### src/include/bp_settings.svh
// predictor sizing; every size is a power of two and BP_GH_LENGTH must equal BP_LOG_PHT_SETS + BP_LOG_FETCH_LANES
`ifndef BP_SETTINGS_SVH
`define BP_SETTINGS_SVH

// ----------------------------------------------------------------------
// fetch block geometry
// ----------------------------------------------------------------------

// log2 of the instruction lanes per fetch block
`define BP_LOG_FETCH_LANES 2

// ----------------------------------------------------------------------
// pattern history table
// ----------------------------------------------------------------------

// log2 of the number of counter sets
`define BP_LOG_PHT_SETS 6

// global history bits, upper part hashes the index, lower part the lane
`define BP_GH_LENGTH 8

// ----------------------------------------------------------------------
// architectural widths
// ----------------------------------------------------------------------

// address-space id
`define BP_ASID_WIDTH 4

// byte address of an instruction
`define BP_PC_WIDTH 38

`endif

### src/hw/bp_pkg.sv
// predictor types and pc slicing; pcs are byte addresses of 4-byte instructions
`default_nettype none

`include "bp_settings.svh"

package bp_pkg;

    // ------------------------------------------------------------------
    // field types
    // ------------------------------------------------------------------

    typedef logic [`BP_LOG_PHT_SETS-1:0]    fetch_idx_t;
    typedef logic [`BP_LOG_FETCH_LANES-1:0] fetch_lane_t;

    // newest resolved direction sits in bit 0
    typedef logic [`BP_GH_LENGTH-1:0]       GH_t;
    typedef logic [`BP_ASID_WIDTH-1:0]      ASID_t;
    typedef logic [`BP_PC_WIDTH-1:0]        PC38_t;
    typedef logic [`BP_LOG_PHT_SETS-1:0]    PHT_idx_t;

    // two-bit counter as {taken, strong}
    typedef logic [1:0] tbc_t;

    localparam tbc_t TBC_WN = 2'b00;
    localparam tbc_t TBC_SN = 2'b01;
    localparam tbc_t TBC_WT = 2'b10;
    localparam tbc_t TBC_ST = 2'b11;

    // one counter per lane
    typedef tbc_t [(1 << `BP_LOG_FETCH_LANES)-1:0] PHT_set_t;

    // ------------------------------------------------------------------
    // request and update bundles
    // ------------------------------------------------------------------

    typedef struct packed {
        fetch_idx_t fetch_index;
    } pht_read_req_t;

    typedef struct packed {
        PC38_t  pc38;
        GH_t    gh;
        logic   taken;
    } pht_update_t;

    // ------------------------------------------------------------------
    // pc slicing
    // ------------------------------------------------------------------

    // set index sits just above the lane bits
    function automatic fetch_idx_t fetch_idx_bits(PC38_t pc);
        return pc[2 + `BP_LOG_FETCH_LANES + `BP_LOG_PHT_SETS - 1 : 2 + `BP_LOG_FETCH_LANES];
    endfunction

    // lane bits sit above the 4-byte instruction offset
    function automatic fetch_lane_t fetch_lane_bits(PC38_t pc);
        return pc[2 + `BP_LOG_FETCH_LANES - 1 : 2];
    endfunction

endpackage

`default_nettype wire

### src/hw/bram_2rport_1wport.sv
// flop-based ram with two registered read ports; INNER_WIDTH must be a multiple of 8, reads see pre-write data
`default_nettype none
`timescale 1ns/1ps

module bram_2rport_1wport #(
    parameter int INNER_WIDTH = 8,
    parameter int OUTER_WIDTH = 64
) (
    input  logic                            CLK,
    input  logic                            nRST,

    // read port 0
    input  logic                            port0_ren,
    input  logic [$clog2(OUTER_WIDTH)-1:0]  port0_rindex,
    output logic [INNER_WIDTH-1:0]          port0_rdata,

    // read port 1
    input  logic                            port1_ren,
    input  logic [$clog2(OUTER_WIDTH)-1:0]  port1_rindex,
    output logic [INNER_WIDTH-1:0]          port1_rdata,

    // byte-enabled write port
    input  logic [INNER_WIDTH/8-1:0]        wen_byte,
    input  logic [$clog2(OUTER_WIDTH)-1:0]  windex,
    input  logic [INNER_WIDTH-1:0]          wdata
);

    logic [INNER_WIDTH-1:0] mem [OUTER_WIDTH];

    // ------------------------------------------------------------------
    // write port
    // ------------------------------------------------------------------

    always_ff @(posedge CLK or negedge nRST) begin
        if (!nRST) begin
            for (int i = 0; i < OUTER_WIDTH; i++) begin
                mem[i] <= '0;
            end
        end else begin
            for (int b = 0; b < INNER_WIDTH / 8; b++) begin
                if (wen_byte[b]) begin
                    mem[windex][8*b +: 8] <= wdata[8*b +: 8];
                end
            end
        end
    end

    // ------------------------------------------------------------------
    // read ports
    // ------------------------------------------------------------------

    // nonblocking reads return the word as it was before this edge's write
    always_ff @(posedge CLK or negedge nRST) begin
        if (!nRST) begin
            port0_rdata <= '0;
            port1_rdata <= '0;
        end else begin
            if (port0_ren) begin
                port0_rdata <= mem[port0_rindex];
            end
            if (port1_ren) begin
                port1_rdata <= mem[port1_rindex];
            end
        end
    end

endmodule

`default_nettype wire

### src/hw/ghr.sv
// resolved-direction global history; shifts at the edge that accepts an update, no repair on mispredict
`default_nettype none
`timescale 1ns/1ps

module ghr (
    input  logic        CLK,
    input  logic        nRST,

    // resolved branch
    input  logic        update_valid,
    input  logic        update_taken,

    // current history, newest outcome in bit 0
    output bp_pkg::GH_t cur_gh
);

    import bp_pkg::*;

    GH_t next_gh;

    // ------------------------------------------------------------------
    // shift register
    // ------------------------------------------------------------------

    // oldest outcome drops off the top
    always_comb begin
        next_gh = cur_gh;
        if (update_valid) begin
            next_gh = {cur_gh[$bits(GH_t)-2:0], update_taken};
        end
    end

    always_ff @(posedge CLK or negedge nRST) begin
        if (!nRST) begin
            cur_gh <= '0;
        end else begin
            cur_gh <= next_gh;
        end
    end

endmodule

`default_nettype wire

### src/hw/pht.sv
// gshare pattern history table; one-cycle read latency, updates write one cycle after acceptance, no back-pressure
`default_nettype none
`timescale 1ns/1ps

`include "bp_settings.svh"

module pht (
    input  logic                    CLK,
    input  logic                    nRST,

    input  bp_pkg::ASID_t           arch_asid,

    // read request stage
    input  logic                    read_req_valid,
    input  bp_pkg::pht_read_req_t   read_req,
    input  bp_pkg::GH_t             read_gh,

    // read response stage
    input  bp_pkg::fetch_lane_t     read_resp_redirect_lane,
    output logic                    read_resp_taken,

    // resolved branch update
    input  logic                    update_valid,
    input  bp_pkg::pht_update_t     update
);

    import bp_pkg::*;

    // asid bits folded into the top of the index
    localparam int ASID_FOLD = (`BP_LOG_PHT_SETS < `BP_ASID_WIDTH) ?
                               `BP_LOG_PHT_SETS : `BP_ASID_WIDTH;

    // ------------------------------------------------------------------
    // hashing and counter step
    // ------------------------------------------------------------------

    // upper history above the lane bits, asid reversed from the msb
    function automatic PHT_idx_t index_hash(fetch_idx_t idx, GH_t gh, ASID_t asid);
        PHT_idx_t h;
        h = idx ^ gh[`BP_GH_LENGTH-1:`BP_LOG_FETCH_LANES];
        for (int i = 0; i < ASID_FOLD; i++) begin
            h[`BP_LOG_PHT_SETS-1-i] ^= asid[i];
        end
        return h;
    endfunction

    function automatic fetch_lane_t lane_hash(fetch_lane_t lane, GH_t gh);
        return lane ^ gh[`BP_LOG_FETCH_LANES-1:0];
    endfunction

    // weak states fall to strong on the first opposite outcome
    function automatic tbc_t tbc_next(tbc_t cur, logic taken);
        tbc_t nxt;
        case (cur)
            TBC_ST:  nxt = taken ? TBC_ST : TBC_WT;
            TBC_SN:  nxt = taken ? TBC_WN : TBC_SN;
            default: nxt = taken ? TBC_ST : TBC_SN;
        endcase
        return nxt;
    endfunction

    // ------------------------------------------------------------------
    // signals
    // ------------------------------------------------------------------

    // read path
    PHT_idx_t       rd_idx;
    PHT_set_t       rd_set;
    GH_t            rd_resp_gh;
    fetch_lane_t    rd_lane;

    // update read stage
    PHT_idx_t       upd_idx;
    PHT_set_t       upd_set;

    // update write stage
    logic                           wr_valid;
    logic                           wr_forward;
    PHT_idx_t                       wr_idx;
    fetch_lane_t                    wr_lane;
    logic                           wr_taken;
    PHT_set_t                       wr_last_set;
    PHT_set_t                       wr_old_set;
    PHT_set_t                       wr_set;
    logic [$bits(PHT_set_t)/8-1:0]  wr_byte_en;

    // ------------------------------------------------------------------
    // read path
    // ------------------------------------------------------------------

    assign rd_idx = index_hash(read_req.fetch_index, read_gh, arch_asid);

    // history travels with the request into the response cycle
    always_ff @(posedge CLK) begin
        rd_resp_gh <= read_gh;
    end

    assign rd_lane         = lane_hash(read_resp_redirect_lane, rd_resp_gh);
    assign read_resp_taken = rd_set[rd_lane][1];

    // ------------------------------------------------------------------
    // update path
    // ------------------------------------------------------------------

    assign upd_idx = index_hash(fetch_idx_bits(update.pc38), update.gh, arch_asid);

    always_ff @(posedge CLK or negedge nRST) begin
        if (!nRST) begin
            wr_valid   <= 1'b0;
            wr_forward <= 1'b0;
        end else begin
            wr_valid   <= update_valid;
            // array still holds the old set, so take the one being written now
            wr_forward <= update_valid & wr_valid & (upd_idx == wr_idx);
        end
    end

    always_ff @(posedge CLK) begin
        wr_idx      <= upd_idx;
        wr_lane     <= lane_hash(fetch_lane_bits(update.pc38), update.gh);
        wr_taken    <= update.taken;
        wr_last_set <= wr_set;
    end

    always_comb begin
        wr_old_set = wr_forward ? wr_last_set : upd_set;
        wr_set     = wr_old_set;
        wr_set[wr_lane] = tbc_next(wr_old_set[wr_lane], wr_taken);
    end

    assign wr_byte_en = {$bits(wr_byte_en){wr_valid}};

    // ------------------------------------------------------------------
    // counter array
    // ------------------------------------------------------------------

    bram_2rport_1wport #(
        .INNER_WIDTH ($bits(PHT_set_t)),
        .OUTER_WIDTH (1 << `BP_LOG_PHT_SETS)
    ) u_pht_array (
        .CLK          (CLK),
        .nRST         (nRST),
        .port0_ren    (read_req_valid),
        .port0_rindex (rd_idx),
        .port0_rdata  (rd_set),
        .port1_ren    (update_valid),
        .port1_rindex (upd_idx),
        .port1_rdata  (upd_set),
        .wen_byte     (wr_byte_en),
        .windex       (wr_idx),
        .wdata        (wr_set)
    );

endmodule

`default_nettype wire

### src/hw/bp_top.sv
// predictor slice top; valid-only handshake, response one cycle after the request, lane presented in that cycle
`default_nettype none
`timescale 1ns/1ps

module bp_top (
    input  logic                    CLK,
    input  logic                    nRST,

    input  bp_pkg::ASID_t           arch_asid,

    // prediction request and response
    input  logic                    read_req_valid,
    input  bp_pkg::pht_read_req_t   read_req,
    input  bp_pkg::fetch_lane_t     read_resp_redirect_lane,
    output logic                    read_resp_taken,

    // resolved branches
    input  logic                    update_valid,
    input  bp_pkg::pht_update_t     update,

    // history for fetch to snapshot
    output bp_pkg::GH_t             cur_gh
);

    // ------------------------------------------------------------------
    // global history
    // ------------------------------------------------------------------

    ghr u_ghr (
        .CLK          (CLK),
        .nRST         (nRST),
        .update_valid (update_valid),
        .update_taken (update.taken),
        .cur_gh       (cur_gh)
    );

    // ------------------------------------------------------------------
    // pattern history table
    // ------------------------------------------------------------------

    pht u_pht (
        .CLK                     (CLK),
        .nRST                    (nRST),
        .arch_asid               (arch_asid),
        .read_req_valid          (read_req_valid),
        .read_req                (read_req),
        .read_gh                 (cur_gh),
        .read_resp_redirect_lane (read_resp_redirect_lane),
        .read_resp_taken         (read_resp_taken),
        .update_valid            (update_valid),
        .update                  (update)
    );

endmodule

`default_nettype wire

### config.mk
export PLATFORM = sky130hd
export DESIGN_NAME = bp_top
export DESIGN_NICKNAME = d
export VERILOG_FILES = /design/src/hw/bp_pkg.sv /design/src/hw/bram_2rport_1wport.sv /design/src/hw/ghr.sv /design/src/hw/pht.sv /design/src/hw/bp_top.sv
export VERILOG_INCLUDE_DIRS = /design/src /design/src/include
export SDC_FILE = /design/constraint.sdc
export NUM_CORES = 1
export LEC_CHECK = 0
export BUFFER_PORTS_ARGS = -buffer_cell sky130_fd_sc_hd__buf_2
export CAP_MARGIN = 20
export CORE_MARGIN = 2
export CORE_UTILIZATION = 45
export CTS_BUF_LIST = sky130_fd_sc_hd__clkbuf_2
export CTS_CLUSTER_SIZE = 12
export DETAILED_ROUTE_END_ITERATION = 12
export GPL_TIMING_DRIVEN = 1
export PLACE_DENSITY = 0.71
export SYNTH_ARGS = -nofsm -noshare
export SYNTH_HDL_FRONTEND = slang
export SYNTH_SLANG_ARGS = --single-unit
### constraint.sdc
create_clock -name CLK -period 3.4 [get_ports CLK]
set_clock_uncertainty 0.1 [all_clocks]
set_input_delay 0.34 -clock CLK [delete_from_list [all_inputs] [get_ports CLK]]
set_output_delay 0.34 -clock CLK [all_outputs]
set_load 0.02 [all_outputs]
======== After elaboration in Yosys (flattened, before gate mapping) ========
Cells that the tools add are included.
word-level totals
  flip-flop bits (word level) ............. 557
  word-level logic and storage cells ...... 127
cells by class
  magnitude comparators ................... 7
  eq/ne operators ......................... 3
  multiplexer cells ....................... 21
  bitwise gates (word level) .............. 17
  reduce and logical (&&, ||, !) cells .... 2
operators by type and width
  cell                                                                                 number
  512-bit bitwise mux                                                                  1
  8-bit binary-select mux with 6-bit select                                            2
  8-bit demux with 6-bit select                                                        1
  8-bit 2-to-1 mux                                                                     6
  7-bit greater-or-equal comparator, second input constant                             3
  6-bit inverter with 7-bit output                                                     3
  6-bit XOR                                                                            2
  2-bit binary-select mux with 2-bit select                                            2
  8-bit bitwise mux                                                                    1
  2-bit 2-to-1 mux                                                                     4
  1-bit XOR                                                                            8
  7-bit by 1-bit less-than comparator with 1-bit output, second input constant         1
  6-bit equality test                                                                  1
  2-bit by 3-bit less-than comparator with 1-bit output, second input constant         2
  2-bit demux with 2-bit select                                                        1
  2-bit case mux with 2 select lines                                                   1
  2-bit XOR                                                                            2
  1-bit AND                                                                            2
  2-bit by 1-bit equality test with 1-bit output, second input constant                1
  2-bit equality test, second input constant                                           1
  2-bit by 1-bit greater-or-equal comparator with 1-bit output, second input constant  1
  1-bit logical AND                                                                    2
  1-bit 2-to-1 mux                                                                     2

======== Logic depth before layout (Yosys ltp) ========
  word-level depth ........................ 7
  gate-level depth with buffers ........... 9
  mapped depth without buffers ............ 7

======== Cells and area by module ========
Synthesis repeated with hierarchy kept, for this count alone.
unflattened totals
  cell total of the unflattened synthesis .. 2,034
  area, all modules ....................... 29,858.6 um^2
by module, submodules not included
  module              instances  cells each  area each (um^2)
  bram_2rport_1wport  1          1,917       28,429.8
  pht                 1          100         1,097.3
  ghr                 1          17          331.6

======== Worst setup path after synthesis ========
No wires, ideal clock.
  kind .................................... register to register
  start point ............................. register u_ghr.cur_gh[2]
  end point ............................... register u_pht.u_pht_array.port0_rdata[1]
  setup time .............................. 0.122 ns
  arrival time ............................ 2.336 ns
  data required time ...................... 3.178 ns
  setup slack ............................. 0.843 ns
  stages on the path, launching flop included .. 8
  buffers on the path ..................... 2
  path through ............................ dfrtp_1 > xor2_2 > buf_6 > buf_6 > mux4_2 > a22oi_1 > o211ai_1 > a32o_1
on the way
  word-level cells in the longest chain between the ends .. 5
RTL lines
  element                                                 RTL line                  RTL
  from (decl)                                             ghr.sv:14                 output bp_pkg::GH_t cur_gh
  from (signal assigned)                                  ghr.sv:37                 cur_gh <= next_gh;
  6-bit XOR                                               pht.sv:40                 h = idx ^ gh[`BP_GH_LENGTH-1:`BP_LOG_FETCH_LANES];
  6-bit inverter with 7-bit output (not written as such)  bram_2rport_1wport.sv:59  port0_rdata <= mem[port0_rindex];
  8-bit binary-select mux with 6-bit select               bram_2rport_1wport.sv:59
  8-bit 2-to-1 mux (not written as such) (2 in series)    bram_2rport_1wport.sv:59
  to (signal assigned)                                    bram_2rport_1wport.sv:59
  to (decl)                                               bram_2rport_1wport.sv:15  output logic [INNER_WIDTH-1:0] port0_rdata,
No other way between the ends. The select of a mux whose other input is x is not followed.
A chain may end at the register's enable or synchronous reset.

======== Worst setup path after layout ========
  start point ............................. register u_ghr.cur_gh[2]
  end point ............................... register u_pht.u_pht_array.port0_rdata[3]
Same word-level chain as after synthesis.

==> results.toml <==
[setup_path]
critPathTopFamily = "compound AO/OA/AOI/OAI gates"
endpoint_kind = "flop"
r2r_cells = 7
critical-path-slowest-cell = "dlygate4sd3_1"
crit_chain = "xor2_4, buf_12, mux4_2, o22ai_1, o21ai_0, a32o_1, dlygate4sd3_1"
required_ns = 4.52
critPathMaxStageDelay_ns = 0.56
crit_buf_inv = 2
r2r-end = "u_pht.u_pht_array.port0_rdata[3]$_DFFE_PN0P_"
start_kind = "flop"
path_class = "flop to flop"
arrival_ns = 4.44
r2r-start = "u_ghr.cur_gh[2]$_DFFE_PN0P_"
ff2ff_setup_slack_ns = 0.08
crit_path_max_fanout = 22

[synthesis]
ys_seq_area_frac = 0.509
yosys-top-cells-area = "dfrtp_1 50%, mux4_2 15%, mux2_2 11%, o21ai_0 5.0%, nand2_1 4.7%"
synthAdderAreaFrac = 0
synth-main-ff-cell = "dfrtp_1"
synth_area_um2 = 27000
netlist-cell-type-count = 56
synth_top_family_by_area = "multiplexers"
synth_edf_count = 0
synthMuxAreaShare = 0.290
synth_cells = 2132
synth_compound_area_frac = 0.0816
synth-simple-area-share = 0.0730
async_flop_share = 0.966
yosys.area.top_type_share = 0.495
yosys_warnings = 0
syn_nets = 2195
syn_avg_cell_area_um2 = 12.7
synth_largest_area_cell = "dfrtp_1"
ys_ff_latch = 553
synth_xor_area_frac = 0.0139

[grt]
grt_first_pass_wirelength_um = 121000
grt_use_total = 0.258
grt_pass1_vias = 20100
grt.overflow.total = 0
antenna_found_initial = 4
grt_max_degree = 94

[cts]
clockBufferDepth = 3
cts_max_level = 4
cts_made_buffers = 142
clk_pin_slew_ns = 0.11
postCtsSetupBuffers = 0
cts_root_buf = "clkbuf_2"
cts.sinks = 553
cts_tree = "done"
worstSkewPairLatency_ns = 1.34

[floorplanning]
start_util = 0.456
die_x_um = 249
core_um2 = 59100
die_h_um = 249
rows = 89
die_area_um2 = 61900
ios = 72

[routing]
routed_wl_um = 78400
viasPerCell = 6.07
drtIter0Drc = 1776
ant_nets = 0
drt_first_pass_iters = 5
drc_errors = 0
num_vias = 19300
routedWlPerCell_um = 24.6

[hold_path]
hold_depth = 5
hp-class = "input pin to flop"
worstHoldEndpoint = "u_pht.u_pht_array.port0_rdata[5]$_DFFE_PN0P_"
hold_start = "read_req[4]"

[sta]
maxSlewViolCount = 0
slew_headroom = 0.317
period_needed_ns = 3.32
worstMarginPinSlew_ns = 1.02
post-route-period-util = 0.975
tns_ns = 0
rsz0062_at_grt = "false"
setup_viol = 0
hold_viol_final = 0
max_freq_mhz = 302

[finish]
drive_gt1_frac = 0.360
seq_area_um2 = 13700
num-fill-cells = 4981
multi_input_area_um2 = 12400
nNetsFinal = 2379
finish.instance_area_um2 = 30200
area_delta_synth_final_pct = 11.9

[placement]
finalWeightedCongestion = 0.897
hpwl_um = 50100
io_buffers = 41
place_area_um2 = 28500

[power]
p_leak_nw = 13.7
p_per_area_nw_per_um2 = 672
irDropWorstVdd_uv = 337

[flow_run]
drv_cap = 0

[status]
outcome = "complete, no violations"
[worst max path at each step]
stage                                     start                                            to  depth (start not counted)
floorplan           u_ghr.cur_gh[2]$_DFFE_PN0P_  u_pht.u_pht_array.port0_rdata[1]$_DFFE_PN0P_                          7
global placement     u_pht.wr_forward$_DFF_PN0_        u_pht.u_pht_array.mem[440]$_DFFE_PN0P_                          8
detailed placement   u_pht.wr_forward$_DFF_PN0_        u_pht.u_pht_array.mem[496]$_DFFE_PN0P_                          8
CTS                 u_ghr.cur_gh[4]$_DFFE_PN0P_  u_pht.u_pht_array.port0_rdata[3]$_DFFE_PN0P_                          6
global route        u_ghr.cur_gh[2]$_DFFE_PN0P_  u_pht.u_pht_array.port0_rdata[3]$_DFFE_PN0P_                          7
finish              u_ghr.cur_gh[2]$_DFFE_PN0P_  u_pht.u_pht_array.port0_rdata[3]$_DFFE_PN0P_                          7
[worst min-delay path: cells and delay by family]
| family | cells | cell delay, ns |
|---|---|---|
| XOR/XNOR | 1 | 0.50 |
| buffers and inverters | 1 | 0.11 |
| AND/OR/NAND/NOR | 2 | 0.42 |
| AO/OA/AOI/OAI | 1 | 0.08 |
[cell usage after synthesis (5+ instances only)]
| master | count |
|---|---|
| o21ai_0 | 270 |
| nor2_1 | 53 |
| mux4_2 | 184 |
| o22ai_1 | 6 |
| buf_6 | 15 |
| and2_1 | 7 |
| mux2i_1 | 44 |
| a21oi_1 | 28 |
| a211oi_1 | 5 |
| dfxtp_1 | 19 |
| nand2_1 | 337 |
| clkbuf_2 | 7 |
| xnor2_1 | 15 |
| mux2_4 | 7 |
| and3_1 | 6 |
| buf_4 | 6 |
| inv_1 | 11 |
| buf_2 | 41 |
| dfrtp_1 | 534 |
| nor3_1 | 10 |
| nand3_1 | 26 |
| o211ai_1 | 15 |
| buf_1 | 5 |
| a22oi_1 | 43 |
| nor2b_1 | 13 |
| xor2_1 | 10 |
| mux2_2 | 269 |
| nand2b_1 | 5 |
| clkbuf_1 | 87 |
[layout by cell type (no fill, tap or decap), types with 4 or more instances in the layout]
| cell type | netlist | routed |
|---|---|---|
| and2_1 | 7 | 7 |
| a22oi_1 | 43 | 43 |
| nand2b_1 | 5 | 5 |
| a21oi_1 | 28 | 28 |
| o21ai_0 | 270 | 270 |
| dfxtp_1 | 19 | 19 |
| clkbuf_2 | 7 | 219 |
| a211oi_1 | 5 | 5 |
| nor2_1 | 53 | 51 |
| and3_1 | 6 | 6 |
| clkinv_1 | 1 | 9 |
| mux2_4 | 7 | 7 |
| o22ai_1 | 6 | 6 |
| nand2_1 | 337 | 337 |
| xnor2_1 | 15 | 14 |
| mux2i_1 | 44 | 44 |
| buf_12 | 0 | 19 |
| mux4_1 | 4 | 4 |
| inv_2 | 2 | 6 |
| nand3_1 | 26 | 26 |
| nor2b_1 | 13 | 13 |
| mux4_2 | 184 | 184 |
| buf_2 | 41 | 40 |
| inv_1 | 11 | 11 |
| dlygate4sd3_1 | 0 | 46 |
| nor3_1 | 10 | 10 |
| o211ai_1 | 15 | 15 |
| nand4_1 | 4 | 4 |
| dfrtp_1 | 534 | 533 |
| buf_4 | 6 | 94 |
| mux2_2 | 269 | 269 |
| clkinv_2 | 0 | 4 |
| xor2_1 | 10 | 8 |
| nor2_2 | 2 | 4 |
[report_power, final]
part	switching, mW	internal, mW	leakage [nW]	total, mW
sequential	1.17	8.28	7.38	9.46
clock	2.71	1.75	0.969	4.46
combinational	3.34	3.03	5.36	6.37
total	7.23	13.1	13.7	20.3
[state kept, by name, indices dropped and copies added, names as in the netlist, 2 cells and up]
signal                         cells
u_ghr.cur_gh                       8
u_pht.rd_resp_gh                   2
u_pht.wr_lane                      2
u_pht.u_pht_array.port1_rdata      8
u_pht.wr_idx                       6
u_pht.u_pht_array.mem            512
u_pht.wr_last_set                  8
u_pht.u_pht_array.port0_rdata      4
[routing by layer]
metal | global-route usage | part of all wire
met5 | 0 | 0
met3 | 0.0803 | 0.095
met1 | 0.335 | 0.40
met2 | 0.398 | 0.46
met4 | 0.123 | 0.044
[logic make-up (layout without fill, tap and decap cells)]
logic type,count (synthesis),in the layout
AO/OA/AOI/OAI,387,387
XOR/XNOR,32,32
buffers and inverters,177,453
flip-flops,553,553
multiplexers,508,508
other,0,3
AND/OR/NAND/NOR,475,475
[metrics by stage]
step / hold slack [ns] / std cells / setup slack, ns / power, mW / util
floorplan: -0.0556 / 2132 / 0.843 / 13.5 / -
global placement: 0.292 / 2898 / 0.390 / 15.4 / 0.482
detailed placement: 0.290 / 2898 / 0.368 / 15.7 / 0.482
CTS: 0.00595 / 3181 / 0.0664 / 20.2 / 0.510
global route: 0.0848 / 3183 / 0.0498 / 21.3 / 0.510
finish: 0.110 / 3184 / 0.0843 / 20.3 / 0.511
[layout make-up]
class | instances | share of cell area
inverters | 16 | 0.00216
flip-flops and latches | 553 | 0.455
multi-input cells | 1402 | 0.412
diodes | 3 | 0.000249
repair buffers | 201 | 0.0593
well taps | 773 | 0.0320
clock buffers | 219 | 0.0363
clock inverters | 17 | 0.00315
[what timing repair did]
action,CTS,global route
gates resized for setup,0,3
endpoints found under the setup margin,0,3
hold endpoints to repair,565,0
hold buffers,47,0
(Power assumes the default switching activity.)
